<file path="config.mk">
export PLATFORM = sky130hd
export DESIGN_NAME = pinmux_top
export DESIGN_NICKNAME = d
export VERILOG_FILES = /design/src/hw/pinmux_pkg.sv /design/src/hw/pinmux_top.sv /design/src/hw/pinmux_pad_sample.sv /design/src/hw/pinmux_pad_drive.sv /design/src/hw/pinmux_ctrl_reg.sv
export VERILOG_INCLUDE_DIRS = /design/src /design/src/hw
export SDC_FILE = /design/constraint.sdc
export NUM_CORES = 1
export LEC_CHECK = 0
export BUFFER_PORTS_ARGS = -buffer_cell sky130_fd_sc_hd__buf_2
export CAP_MARGIN = 20
export CORE_MARGIN = 3
export CORE_UTILIZATION = 45
export CTS_BUF_LIST = sky130_fd_sc_hd__clkbuf_8
export DETAILED_ROUTE_END_ITERATION = 8
export GPL_ROUTABILITY_DRIVEN = 0
export GPL_TIMING_DRIVEN = 0
export PLACE_DENSITY = 0.92
export SLEW_MARGIN = 20
export SYNTH_ARGS = -nofsm -noshare
export SYNTH_HDL_FRONTEND = slang
export SYNTH_SLANG_ARGS = --single-unit
</file>
<file path="constraint.sdc">
create_clock -name clk_i -period 2.2 [get_ports clk_i]
set_clock_uncertainty 0.2 [all_clocks]
set_input_delay 0.44 -clock clk_i [delete_from_list [all_inputs] [get_ports clk_i]]
set_output_delay 0.44 -clock clk_i [all_outputs]
set_load 0.005 [all_outputs]
</file>
<file path="src/hw/pinmux_config.svh">
/*
 Build-time sizes of the pin multiplexer, included by the package and the RTL.
 Pad group boundaries follow from the peripheral counts.
 */
`ifndef PINMUX_CONFIG_SVH
`define PINMUX_CONFIG_SVH

// Pads and select field
`define PINMUX_PAD_NUM      16
`define PINMUX_SEL_W        2

// Peripheral instance counts
`define PINMUX_UART_NUM     3
`define PINMUX_I2C_NUM      2
`define PINMUX_SPI_DQ_NUM   4

// Register bus
`define PINMUX_REG_W        32
`define PINMUX_BE_W         (`PINMUX_REG_W / 8)
`define PINMUX_CTRL_ADDR    32'h0000_0000

// First pad of each group, UART pairs then I2C pairs then SPI
`define PINMUX_UART_PAD_LO  0
`define PINMUX_I2C_PAD_LO   (`PINMUX_UART_PAD_LO + 2 * `PINMUX_UART_NUM)
`define PINMUX_SPI_PAD_LO   (`PINMUX_I2C_PAD_LO + 2 * `PINMUX_I2C_NUM)
`define PINMUX_SPI_PAD_NUM  (2 + `PINMUX_SPI_DQ_NUM)

`endif
</file>
<file path="src/hw/pinmux_pkg.sv">
/*
 Shared types of the pin multiplexer: pad selects, the control word,
 peripheral drive and sample bundles and the register request.
 */
`include "pinmux_config.svh"

package pinmux_pkg;

    // Function select of one pad
    typedef enum logic [`PINMUX_SEL_W-1:0] {
        SEL_GPIO = 0,
        SEL_ALT1 = 1,
        SEL_ALT2 = 2,
        SEL_ALT3 = 3
    } pad_sel_e;

    // Control register, as a bus word or as per-pad selects with pad 0 lowest
    typedef union packed {
        logic [`PINMUX_REG_W-1:0]           raw;
        pad_sel_e [`PINMUX_PAD_NUM-1:0]     sel;
    } ctrl_word_u;

    // What one peripheral signal presents to a pin
    typedef struct packed {
        logic val;
        logic oe;
    } pin_drive_t;

    typedef struct packed {
        pin_drive_t [`PINMUX_PAD_NUM-1:0]       gpio;
        pin_drive_t [`PINMUX_UART_NUM-1:0]      uart_tx;
        pin_drive_t [`PINMUX_UART_NUM-1:0]      uart_rx;
        pin_drive_t [`PINMUX_I2C_NUM-1:0]       i2c_scl;
        pin_drive_t [`PINMUX_I2C_NUM-1:0]       i2c_sda;
        pin_drive_t                             spi_clk;
        pin_drive_t                             spi_ss;
        pin_drive_t [`PINMUX_SPI_DQ_NUM-1:0]    spi_dq;
    } periph_drive_t;

    // Pad values handed back to the peripherals
    typedef struct packed {
        logic [`PINMUX_PAD_NUM-1:0]     gpio;
        logic [`PINMUX_UART_NUM-1:0]    uart_tx;
        logic [`PINMUX_UART_NUM-1:0]    uart_rx;
        logic [`PINMUX_I2C_NUM-1:0]     i2c_scl;
        logic [`PINMUX_I2C_NUM-1:0]     i2c_sda;
        logic                           spi_clk;
        logic                           spi_ss;
        logic [`PINMUX_SPI_DQ_NUM-1:0]  spi_dq;
    } periph_sample_t;

    // Register bus strobes, one cycle each
    typedef struct packed {
        logic                       we;
        logic                       re;
        logic [`PINMUX_BE_W-1:0]    be;
        logic [`PINMUX_REG_W-1:0]   addr;
        logic [`PINMUX_REG_W-1:0]   wdata;
    } reg_req_t;

endpackage

</file>
<file path="src/hw/pinmux_top.sv">
/*
 Pin multiplexer top level. The control register feeds the pad drive path
 and the pad sample path side by side.
 */
`include "pinmux_config.svh"

module pinmux_top (
    input  logic                            clk_i,
    input  logic                            rst_n_i,

    // Register bus
    input  pinmux_pkg::reg_req_t            reg_req_i,
    output logic [`PINMUX_REG_W-1:0]        reg_rdata_o,

    // Peripheral side
    input  pinmux_pkg::periph_drive_t       drive_i,
    output pinmux_pkg::periph_sample_t      sample_o,

    // Pad side
    input  logic [`PINMUX_PAD_NUM-1:0]      io_val_i,
    output logic [`PINMUX_PAD_NUM-1:0]      io_val_o,
    output logic [`PINMUX_PAD_NUM-1:0]      io_oe_o
);

    pinmux_pkg::ctrl_word_u ctrl;

    pinmux_ctrl_reg u_ctrl_reg (
        .clk_i      (clk_i),
        .rst_n_i    (rst_n_i),
        .req_i      (reg_req_i),
        .rdata_o    (reg_rdata_o),
        .ctrl_o     (ctrl)
    );

    pinmux_pad_drive u_pad_drive (
        .ctrl_i     (ctrl),
        .drive_i    (drive_i),
        .io_val_o   (io_val_o),
        .io_oe_o    (io_oe_o)
    );

    pinmux_pad_sample u_pad_sample (
        .ctrl_i     (ctrl),
        .io_val_i   (io_val_i),
        .sample_o   (sample_o)
    );

endmodule

</file>
<file path="src/hw/pinmux_pad_sample.sv">
/*
 Input side of the pin multiplexer. Each peripheral input takes the value of
 the lowest pad that selects it and reads zero when no pad does.
 */
`include "pinmux_config.svh"

module pinmux_pad_sample (
    input  pinmux_pkg::ctrl_word_u          ctrl_i,
    input  logic [`PINMUX_PAD_NUM-1:0]      io_val_i,

    output pinmux_pkg::periph_sample_t      sample_o
);

    // Set once a lower pad has claimed the input
    logic [`PINMUX_UART_NUM-1:0]    tx_hit;
    logic [`PINMUX_UART_NUM-1:0]    rx_hit;
    logic [`PINMUX_I2C_NUM-1:0]     scl_hit;
    logic [`PINMUX_I2C_NUM-1:0]     sda_hit;
    logic [`PINMUX_SPI_PAD_NUM-1:0] spi_smp;

    always_comb begin
        int u;
        int c;

        sample_o = '0;
        tx_hit   = '0;
        rx_hit   = '0;
        scl_hit  = '0;
        sda_hit  = '0;
        spi_smp  = '0;

        // GPIO sees its pad only in the primary select, not under ALT3
        for (int k = 0; k < `PINMUX_PAD_NUM; k++) begin
            sample_o.gpio[k] = (ctrl_i.sel[k] == pinmux_pkg::SEL_GPIO) ? io_val_i[k] : 1'b0;
        end

        // Walk upward so the first match wins
        for (int k = `PINMUX_UART_PAD_LO; k < `PINMUX_I2C_PAD_LO; k++) begin
            u = (k - `PINMUX_UART_PAD_LO) % `PINMUX_UART_NUM;
            if (ctrl_i.sel[k] == pinmux_pkg::SEL_ALT1 && !tx_hit[u]) begin
                sample_o.uart_tx[u] = io_val_i[k];
                tx_hit[u]           = 1'b1;
            end
            if (ctrl_i.sel[k] == pinmux_pkg::SEL_ALT2 && !rx_hit[u]) begin
                sample_o.uart_rx[u] = io_val_i[k];
                rx_hit[u]           = 1'b1;
            end
        end

        for (int k = `PINMUX_I2C_PAD_LO; k < `PINMUX_SPI_PAD_LO; k++) begin
            c = (k - `PINMUX_I2C_PAD_LO) % `PINMUX_I2C_NUM;
            if (ctrl_i.sel[k] == pinmux_pkg::SEL_ALT1 && !scl_hit[c]) begin
                sample_o.i2c_scl[c] = io_val_i[k];
                scl_hit[c]          = 1'b1;
            end
            if (ctrl_i.sel[k] == pinmux_pkg::SEL_ALT2 && !sda_hit[c]) begin
                sample_o.i2c_sda[c] = io_val_i[k];
                sda_hit[c]          = 1'b1;
            end
        end

        // One pad per SPI signal, no contention
        for (int k = `PINMUX_SPI_PAD_LO; k < `PINMUX_PAD_NUM; k++) begin
            if (ctrl_i.sel[k] == pinmux_pkg::SEL_ALT1) begin
                spi_smp[k - `PINMUX_SPI_PAD_LO] = io_val_i[k];
            end
        end
        {sample_o.spi_dq, sample_o.spi_ss, sample_o.spi_clk} = spi_smp;
    end

endmodule

</file>
<file path="src/hw/pinmux_pad_drive.sv">
/*
 Output side of the pin multiplexer. Each pad takes value and output enable
 from the peripheral its select field names, GPIO being the fallback.
 */
`include "pinmux_config.svh"

module pinmux_pad_drive (
    input  pinmux_pkg::ctrl_word_u          ctrl_i,
    input  pinmux_pkg::periph_drive_t       drive_i,

    output logic [`PINMUX_PAD_NUM-1:0]      io_val_o,
    output logic [`PINMUX_PAD_NUM-1:0]      io_oe_o
);

    pinmux_pkg::pin_drive_t [`PINMUX_PAD_NUM-1:0]       pad_drv;
    pinmux_pkg::pin_drive_t [`PINMUX_SPI_PAD_NUM-1:0]   spi_alt;

    // SPI pads in order clk, ss, dq0..dq3
    assign spi_alt = {drive_i.spi_dq, drive_i.spi_ss, drive_i.spi_clk};

    always_comb begin
        // GPIO unless an alternate function claims the pad
        pad_drv = drive_i.gpio;

        // UART pads, TX on ALT1 and RX on ALT2
        for (int k = `PINMUX_UART_PAD_LO; k < `PINMUX_I2C_PAD_LO; k++) begin
            case (ctrl_i.sel[k])
                pinmux_pkg::SEL_ALT1: begin
                    pad_drv[k] = drive_i.uart_tx[(k - `PINMUX_UART_PAD_LO) % `PINMUX_UART_NUM];
                end
                pinmux_pkg::SEL_ALT2: begin
                    pad_drv[k] = drive_i.uart_rx[(k - `PINMUX_UART_PAD_LO) % `PINMUX_UART_NUM];
                end
                default: ;
            endcase
        end

        // I2C pads, SCL on ALT1 and SDA on ALT2
        for (int k = `PINMUX_I2C_PAD_LO; k < `PINMUX_SPI_PAD_LO; k++) begin
            case (ctrl_i.sel[k])
                pinmux_pkg::SEL_ALT1: begin
                    pad_drv[k] = drive_i.i2c_scl[(k - `PINMUX_I2C_PAD_LO) % `PINMUX_I2C_NUM];
                end
                pinmux_pkg::SEL_ALT2: begin
                    pad_drv[k] = drive_i.i2c_sda[(k - `PINMUX_I2C_PAD_LO) % `PINMUX_I2C_NUM];
                end
                default: ;
            endcase
        end

        // SPI pads have a single alternate
        for (int k = `PINMUX_SPI_PAD_LO; k < `PINMUX_PAD_NUM; k++) begin
            if (ctrl_i.sel[k] == pinmux_pkg::SEL_ALT1) begin
                pad_drv[k] = spi_alt[k - `PINMUX_SPI_PAD_LO];
            end
        end
    end

    // Split the pairs onto the pad bus
    always_comb begin
        for (int k = 0; k < `PINMUX_PAD_NUM; k++) begin
            io_val_o[k] = pad_drv[k].val;
            io_oe_o[k]  = pad_drv[k].oe;
        end
    end

endmodule

</file>
<file path="src/hw/pinmux_ctrl_reg.sv">
/*
 Pad select register with byte-enable writes and registered readback.
 Only the control address is mapped, all others read as zero.
 */
`include "pinmux_config.svh"

module pinmux_ctrl_reg (
    input  logic                        clk_i,
    input  logic                        rst_n_i,

    input  pinmux_pkg::reg_req_t        req_i,
    output logic [`PINMUX_REG_W-1:0]    rdata_o,

    output pinmux_pkg::ctrl_word_u      ctrl_o
);

    pinmux_pkg::ctrl_word_u ctrl_q;
    pinmux_pkg::ctrl_word_u ctrl_d;
    logic                   addr_hit;

    assign addr_hit = (req_i.addr == `PINMUX_CTRL_ADDR);

    // Merge write data into the current word lane by lane
    always_comb begin
        ctrl_d = ctrl_q;
        for (int b = 0; b < `PINMUX_BE_W; b++) begin
            if (req_i.be[b]) begin
                ctrl_d.raw[b*8 +: 8] = req_i.wdata[b*8 +: 8];
            end
        end
    end

    always_ff @(posedge clk_i) begin
        if (!rst_n_i) begin
            ctrl_q.raw <= '0;
        end else if (req_i.we && addr_hit) begin
            ctrl_q <= ctrl_d;
        end
    end

    // Read data holds until the next read strobe
    always_ff @(posedge clk_i) begin
        if (!rst_n_i) begin
            rdata_o <= '0;
        end else if (req_i.re) begin
            rdata_o <= addr_hit ? ctrl_q.raw : '0;
        end
    end

    assign ctrl_o = ctrl_q;

endmodule

</file>
==> Yosys cells after proc, flatten, opt, wreduce, memory -nomap -nowiden <==
Index checks and enable logic that the tools add are counted.
{ "op_classes": {"muxes": 69, "n_reduce_logical": 42, "eq_ne": 26} }
{ "op_table": {"columns": ["op", "n"], "rows": [
  ["$mux 1", 52],
  ["$pmux 2 s2", 10],
  ["$eq 2x1->1 const B", 16],
  ["$logic_not 2->1", 16],
  ["$logic_not 32->1", 1],
  ["$mux 32", 1],
  ["$eq 2x2->1 const B", 10],
  ["$mux 2", 6],
  ["$logic_and 1x1->1", 11],
  ["$logic_not 1->1", 10],
  ["$reduce_and 2->1", 4]
]} }
{ "totals": {"wordCells": 142, "ff_bits": 64} }

==> Longest topological paths before layout <==
Gate-level depths: netlist of run 1.
{ "logic_depth": {"ltp_word": 5, "mapped_depth": 5, "ltp_nobuf": 4} }

==> Modules after synthesis <==
From an unflattened synthesis of run 1, not the netlist that was laid out.
{ "hier_totals": {"cells_unflattened": 504, "area_unflattened_um2": 4242.8} }
{ "modules_own_cells": {"columns": ["mod", "area_per_inst_um2", "n_inst", "cells_each", "seq_area_each_um2"], "rows": [
  ["pinmux_ctrl_reg", 2871.5, 1, 331, 1281.2],
  ["pinmux_pad_drive", 913.4, 1, 118, 0.0],
  ["pinmux_pad_sample", 457.9, 1, 55, 0.0]
]} }

==> Worst setup path after synthesis of run 1 <==
No wires, ideal clock.
{ "synth_path": {"path_kind": "input -> register", "from": "input port reg_req_i[34] in the netlist's numbering", "to": "register u_ctrl_reg.ctrl_q, in the netlist u_ctrl_reg.ctrl_o[0]", "path_slack_ns": 0.088, "cell_stages": 4, "t_arrival_ns": 1.841, "path_buffers": 0, "setup_ns": 0.072, "path_cell_list": "nor4_1 -> nand4_2 -> nor4_4 -> mux2i_1"} }
{ "synth_between": {"elab_chain_cells": 3} }
{ "synth_rtl": {"columns": ["item", "line", "rtl"], "rows": [
  ["start: declaration", "pinmux_top.sv:12", "input pinmux_pkg::reg_req_t reg_req_i,"],
  ["$logic_not 32->1 (no source line)", null, null],
  ["$logic_and 1x1->1", "pinmux_ctrl_reg.sv:36", "end else if (req_i.we && addr_hit) begin"],
  ["$reduce_and 2->1 (no source line)", null, null],
  ["end signal: assignment", "pinmux_ctrl_reg.sv:37", "ctrl_q <= ctrl_d;"],
  ["end: declaration", "pinmux_ctrl_reg.sv:17", "pinmux_pkg::ctrl_word_u ctrl_q;"]
]} }
No other way between the ends.
A chain may end at the register's enable or synchronous reset.

==> Worst setup path after layout of run 1 <==
{ "layout_path": {"from": "register u_ctrl_reg.ctrl_q, in the netlist u_ctrl_reg.ctrl_o[15]", "to": "output port io_oe_o[7]"} }
{ "layout_between": {"elab_chain_cells": 2} }
{ "layout_rtl": {"columns": ["item", "line", "rtl"], "rows": [
  ["$eq 2x2->1 or $eq 2x1->1 (tied branches)", "pinmux_pad_drive.sv:40", "case (ctrl_i.sel[k])"],
  ["$pmux 2 s2 *", "pinmux_pad_drive.sv:40", null],
  ["end: declaration", "pinmux_top.sv:22", "output logic [`PINMUX_PAD_NUM-1:0] io_oe_o"]
]} }
Every way passes the cells marked *; elsewhere a longest branch is shown, timed or not.

==> summary.md, run 1 <==
| Metric | Value |
|---|---|
| Outcome | `complete, no violations` |
| Req. time, crit path | `1.56 ns` |
| Die area | `about 10000 sq um` |
| First-pass GRT wire length | `19.1 mm` |
| Peak supply drop | `0.460 mV` |
| Total GRT Usage | `23.2%` |
| Final Cell Area | `5750 sq um` |
| Synth Cell Area | `approximately 4100 sq um` |
| RSZ-0062 raised after global routing | `false` |
| Synth Warn # | `0` |
| Reg power frac | `48.7%` |
| Clk sink count | `64` |
| Clock slew at reported path FFs | `0.07 ns` |
| Crit path max fanout | `4` |
| WP buf/inv | `2` |
| Worst setup path class | `flop to output pin` |
| Total Wirelength | `12.7 mm` |
| Cells after synthesis | `511` |
| Final Cycle Share | `around 95%` |
| Hold Fails Final Rpt | `0` |
| Worst Max-Slew Pin Slew | `0.577 ns` |
| Top cell type by total area after synthesis | `dfxtp_1` |
| Top FF cell, synth | `dfxtp_1` |
| Number of fill cells in the layout | `792` |
| Core Footprint | `about 8800 sq um` |
| Post-synth top cells | `nand2_1 (116), dfxtp_1 (64), inv_1 (57)` |
| Leakage | `roughly 0.0025 uW` |
| Max Clk Rate | `approximately 480 MHz` |
| Slew headroom | `61.5%` |
| H-tree depth | `3` |
| ANT nets after route | `0` |
| CP Launch Type | `flop` |
| P&R area growth vs syn | `40.5%` |
| DRC Markers | `0` |
| PD cells | `414 nW/um^2` |
| Horiz. Die Dim | `101 um` |
| R2R cell count | `3` |
| I/O Pins | `248` |
| Post-synthesis sequential area ratio | `31.3%` |
| Pre-antenna DRT Iters | `4` |
| Pint | `1780 uW` |
| Congestion Overflow GR | `0` |
| FF+latch count, synth | `between 60 and 70` |
| Worst hold slack | `about 0.14 ns` |
| Share of cells above drive strength 1 | `39.2%` |
| Asr flop ratio synth | `0%` |
| Critical-path cell list | `inv_1 > ha_1 > a22oi_1 > a21oi_1 > buf_2` |
| CP top delay family | `flip-flops` |
| Synth area leaders | `dfxtp_1 (31%), nand2_1 (11%), ha_1 (9.2%), mux2i_1 (7.8%), and2_1 (7.3%)` |
| Clock Tree Buf Depth | `2` |
| Post-synth top area share | `31.3%` |
| Net Sw Frac | `25.0%` |
| Hold/Removal Path Class | `primary input to flop` |
| Cts bufs inserted | `9` |
| Synth cell types | `21` |
| Largest net degree at the start of global routing | `11` |
| Via count of the first global-routing pass | `4257` |
| Most frequent cell after synthesis | `nand2_1` |
| Final #Nets | `956` |
| Clock power frac | `37.5%` |
| Placed Area | `5450 sq um` |
| Std cell rows | `34` |
| Root Buffer | `clkbuf_8` |
| Design Power | `roughly 2400 uW` |
| Worst path depth | `5` |
| Fin. max-slew vios | `0` |
| Port Buffer Count | `245` |
| CP Capture Type | `output pin` |
| NetSw | `595 uW` |
| Initial antenna violation count | `0` |
| Clk_lat worst skew | `0.33 ns` |
| Post-synth EDFFs | `0` |
| Hpwl dp | `around 10 mm` |
| Initial Util | `46.7%` |
| Routed vias/inst | `slightly above 5` |
| DR iter-0 viols | `172` |
| Setup violators final | `0` |
| Logic pwr share | `13.8%` |
| Crit-path slowest cell | `dfxtp_2` |
| Syn_area_per_cell | `about 8 sq um` |
| Fin crit period | `between 2 and 2.5 ns` |
| CTS Hold Bufs | `0` |
| CTS tree | `done` |
| Critical path's largest stage delay | `0.35 ns` |
| DR WL/cell | `14.3 um` |
| Total number of vias | `4530` |
| Number of diodes | `0` |
| Worst Hold Path Cells | `3` |
| Max Cap Violations | `0` |
| Syn_nets | `693` |
| DIE HEIGHT | `101 um` |
| Critical Path AT | `1.46 ns` |
-- sequential cells by signal, indices dropped and copies added (netlist names) --
name,count
u_ctrl_reg.ctrl_o,32
u_ctrl_reg.rdata_o,32
-- stage by stage --
stage	TNS, ns	instances	worst slack (ns)	utilization (%)
floorplan	0	511	0.0876	-
global placement	-19.00	864	-0.431	62.2
detailed placement	-23.38	864	-0.511	62.2
CTS	0	886	0.00591	65.0
global route	0	886	0.00111	65.6
finish	0	886	0.100	65.6
-- cell usage in the layout (no fill, tap or decap) --
cell / instances
buf_2: 245
nand2_1: 116
inv_1: 58
dfxtp_1: 53
and2_1: 48
o32ai_1: 32
mux2i_1: 32
ha_1: 28
clkbuf_1: 21
a22oi_1: 20
nor2_1: 20
a21oi_1: 20
mux2_2: 12
clkbuf_8: 11
dfxtp_2: 11
o21ai_0: 10
nor4_2: 8
nor2b_1: 6
nor3b_1: 6
buf_4: 6
nor4_4: 4
buf_1: 3
nand4_4: 2
clkinv_2: 2
ha_4: 1
ha_2: 1
clkinvlp_4: 1
buf_12: 1
-- worst reg2reg max path, cell delays in order (launching register included) --
cell and delay (ns):
dfxtp_1 0.37, nand2_1 0.07, o32ai_1 0.29, and2_1 0.18
-- repair_timing --
item | CTS | global route
gates resized for setup | 2 | 15
endpoints found under the setup margin | 34 | 50
setup buffers | 7 | 0
pin swaps | 5 | 1
-- worst paths after layout --
path / startpoint / end / slack, ns
max reg2reg: u_ctrl_reg.ctrl_o[1]$_SDFFE_PN0P_ / u_ctrl_reg.rdata_o[1]$_SDFFE_PN0P_ / 1.04
max: u_ctrl_reg.ctrl_o[15]$_SDFFE_PN0P_ / io_oe_o[7] / 0.10
min: reg_req_i[17] / u_ctrl_reg.ctrl_o[17]$_SDFFE_PN0P_ / 0.14
min reg2reg: u_ctrl_reg.ctrl_o[4]$_SDFFE_PN0P_ / u_ctrl_reg.ctrl_o[4]$_SDFFE_PN0P_ / 0.28
-- final cells by class --
| class | instances | area (sq um) | share of cell area (%) |
|---|---|---|---|
| plain buffers | 24 | 90.1 | 1.57 |
| clock buffers | 11 | 151 | 2.64 |
| clock inverters | 4 | 21.3 | 0.370 |
| inverters | 57 | 214 | 3.72 |
| multi-input cells | 366 | 2550 | 44.3 |
| flip-flops and latches | 64 | 1290 | 22.5 |
| well taps | 108 | 135 | 2.35 |
| repair buffers | 252 | 1290 | 22.5 |
-- power groups by stage --
stage          Combinational, uW  Sequential [uW]  Clock, uW
4_1_cts                      326             1160        907
5_1_grt                      361             1160        957
3_5_place_dp                 325             1180          0
3_3_place_gp                 318             1180          0
2_1_floorplan                112             1180          0
6_report                     328             1160        891
-- metal layers --
layer | up-vias | wire length (um) | part of all wire (%) | global-route usage (%)
met1 | 2065 | 5060 | 40 | 26.3
met4 | 0 | 204 | 1.6 | 6.65
met5 | - | 0 | 0 | 0
met3 | 18 | 994 | 7.8 | 5.37
met2 | 200 | 6430 | 51 | 43.2
li1 | 2247 | - | - | -
-- cells by family (layout without fill, tap and decap cells) --
group / after synthesis / in the layout / share of synthesized area [%]
AND/OR/NAND/NOR: 210 / 210 / 26.7
flip-flops: 64 / 64 / 31.3
AO/OA/AOI/OAI: 82 / 82 / 14.2
adder cells (fa/ha/maj): 30 / 30 / 9.18
buffers and inverters: 81 / 348 / 7.43
multiplexers: 44 / 44 / 11.1
Note: power is estimated with default switching activity, not from simulation.
==> run 2, diff against run 1 <==
Settings changed: CORE_UTILIZATION 45 to 44, CTS_BUF_LIST sky130_fd_sc_hd__clkbuf_8 to default, CTS_CLUSTER_SIZE from default to 40, PLACE_DENSITY 0.92 to 0.9.
==> summary.md, run 2 (synthesis gave the netlist of run 1 again) <==
| Metric | Value |
|---|---|
| Share of cells above drive strength 1 | `39.0% (-0.21 points)` |
| Crit path max fanout | `4 (unchanged)` |
| Outcome | `complete, no violations` |
| Root Buffer | `clkbuf_8` |
| Final Cycle Share | `96.0% (+0.58 points)` |
| Setup WS pre-CTS | `-0.514 ns (-0.00283 ns)` |
| Worst Max-Slew Pin Slew | `0.583 ns (+0.00557 ns)` |
| CP Launch Type | `flop` |
| Pre-antenna DRT Iters | `4 (unchanged)` |
| I/O Pins | `248 (unchanged)` |
| Leakage | `0.00254 uW (+0.49%)` |
| DRC Markers | `0 (unchanged)` |
| Commonest non-fill, non-tap cell in the layout | `buf_2` |
| Clk_lat worst skew | `0.33 ns (about the same)` |
| H-tree depth | `3 (unchanged)` |
| Clk sink count | `64 (unchanged)` |
| DIE HEIGHT | `102 um (+1.1%)` |
| Total number of vias | `4547 (+0.38%)` |
| Clock slew at reported path FFs | `0.07 ns (about the same)` |
| Congestion Overflow GR | `0 (unchanged)` |
| Via count of the first global-routing pass | `4284 (+0.63%)` |
| Core Footprint | `8890 sq um (+1.5%)` |
| Largest net degree at the start of global routing | `11 (unchanged)` |
| DR WL/cell | `14.2 um (-0.79%)` |
| Most frequent cells in the layout | `buf_2 (245), nand2_1 (116), inv_1 (57), dfxtp_1 (56), and2_1 (48)` |
| DR iter-0 viols | `119 (-31%)` |
| P&R area growth vs syn | `42.2%` |
| Final #Nets | `954 (-0.21%)` |
| Horiz. Die Dim | `102 um (+1.1%)` |
| Initial Util | `46.0% (-0.67 points)` |
| Port Buffer Count | `245 (unchanged)` |
| Placed Area | `5450 sq um (unchanged)` |
| Number of diodes | `0 (unchanged)` |
| Setup tns final | `0 ns (unchanged)` |
| CTS tree | `done` |
| Initial antenna violation count | `0 (unchanged)` |
| Design Power | `2500 uW (+5.1%)` |
| Hpwl dp | `9.90 mm (-2.8%)` |
| Fin crit period | `2.11 ns (+0.0127 ns)` |
| First-pass GRT wire length | `18.9 mm (-0.83%)` |
| R2R Setup Slk | `0.97 ns (-0.07 ns)` |
| PD cells | `430 nW/um^2 (+3.9%)` |
| CP Capture Type | `output pin` |
| Slew headroom | `61.2% (-0.37 points)` |
| Req. time, crit path | `1.56 ns (about the same)` |
| ANT nets after route | `0 (unchanged)` |
| Hold Fails Final Rpt | `0 (unchanged)` |
| Final Cell Area | `5820 sq um (+1.2%)` |
| Die area | `10500 sq um (+2.1%)` |
| Hold/Removal Path Class | `primary input to flop` |
| Max Clk Rate | `473 MHz (-0.60%)` |
| Clock Tree Buf Depth | `2 (unchanged)` |
| Max Cap Violations | `0 (unchanged)` |
| Cts bufs inserted | `9 (unchanged)` |
| Routed vias/inst | `5.14 (+0.49%)` |
| Peak supply drop | `0.354 mV (-23%)` |
| Final worst slack | `0.0876 ns (-0.0127 ns)` |
| Setup violators final | `0 (unchanged)` |
| Total GRT Usage | `22.7% (-0.47 points)` |
| Final design utilization | `65.4% (-0.15 points)` |
| Std cell rows | `34 (unchanged)` |
| Fin. max-slew vios | `0 (unchanged)` |
| Critical Path AT | `1.47 ns (about the same)` |
| Worst setup path class | `flop to output pin` |
| CTS Hold Bufs | `0 (unchanged)` |
| Total Wirelength | `12.6 mm (-0.90%)` |
==> run 2: path summary, 6_finish.rpt <==
check | startpoint | to | cells past startpoint
worst max register to register | u_ctrl_reg.ctrl_o[8]$_SDFFE_PN0P_ | u_ctrl_reg.rdata_o[8]$_SDFFE_PN0P_ | 3
worst max-delay path | u_ctrl_reg.ctrl_o[26]$_SDFFE_PN0P_ | io_oe_o[13] | 3
worst min register to register | u_ctrl_reg.ctrl_o[2]$_SDFFE_PN0P_ | u_ctrl_reg.ctrl_o[2]$_SDFFE_PN0P_ | 2
worst min-delay path | reg_req_i[6] | u_ctrl_reg.ctrl_o[6]$_SDFFE_PN0P_ | 3
==> run 2: through the flow <==
| stage | cells | hold slack [ns] |
|---|---|---|
| after detailed placement | 864 | 0.278 |
| after global routing | 885 | 0.136 |
| final | 885 | 0.143 |
| after CTS | 884 | 0.122 |
| after global placement | 864 | 0.269 |
| after floorplan | 511 | 0.256 |
==> run 2: critical path, cell delays in order (launching register included) <==
cell and delay [ns]:
dfxtp_1 0.39, nor2b_1 0.26, mux2_2 0.36, buf_2 0.13
==> run 2: layout make-up <==
type                       instances  area (sq um)
buffer                            24          90.1
clock buffer                      13           159
clock inverter                     3          40.0
fill                             783          3080
inverter                          57           214
multi-input combinational        366          2560
sequential                        64          1290
tap                              108           135
timing repair buffer             250          1330
==> run 2: what timing repair did <==
item	CTS	global route
pin swaps	4	1
gates resized for setup	1	16
buffers inserted	4	1
hold endpoints to repair	0	0
setup endpoints to repair	33	64
==> run 2: routing by layer <==
metal,GRT usage (%),wire length [um]
met1,25.6,4980
met2,41.5,6420
met3,6.08,1010
met4,7.27,172
met5,0,0
==> run 2: report_power, final <==
| group | switching (uW) | leakage, uW | total (uW) | internal (uW) |
|---|---|---|---|---|
| combinational | 158 | 0.00191 | 326 | 167 |
| clock | 433 | 0.000103 | 1020 | 583 |
| sequential | 0.0000000701 | 0.000519 | 1160 | 1160 |
| total | 591 | 0.00254 | 2500 | 1910 |
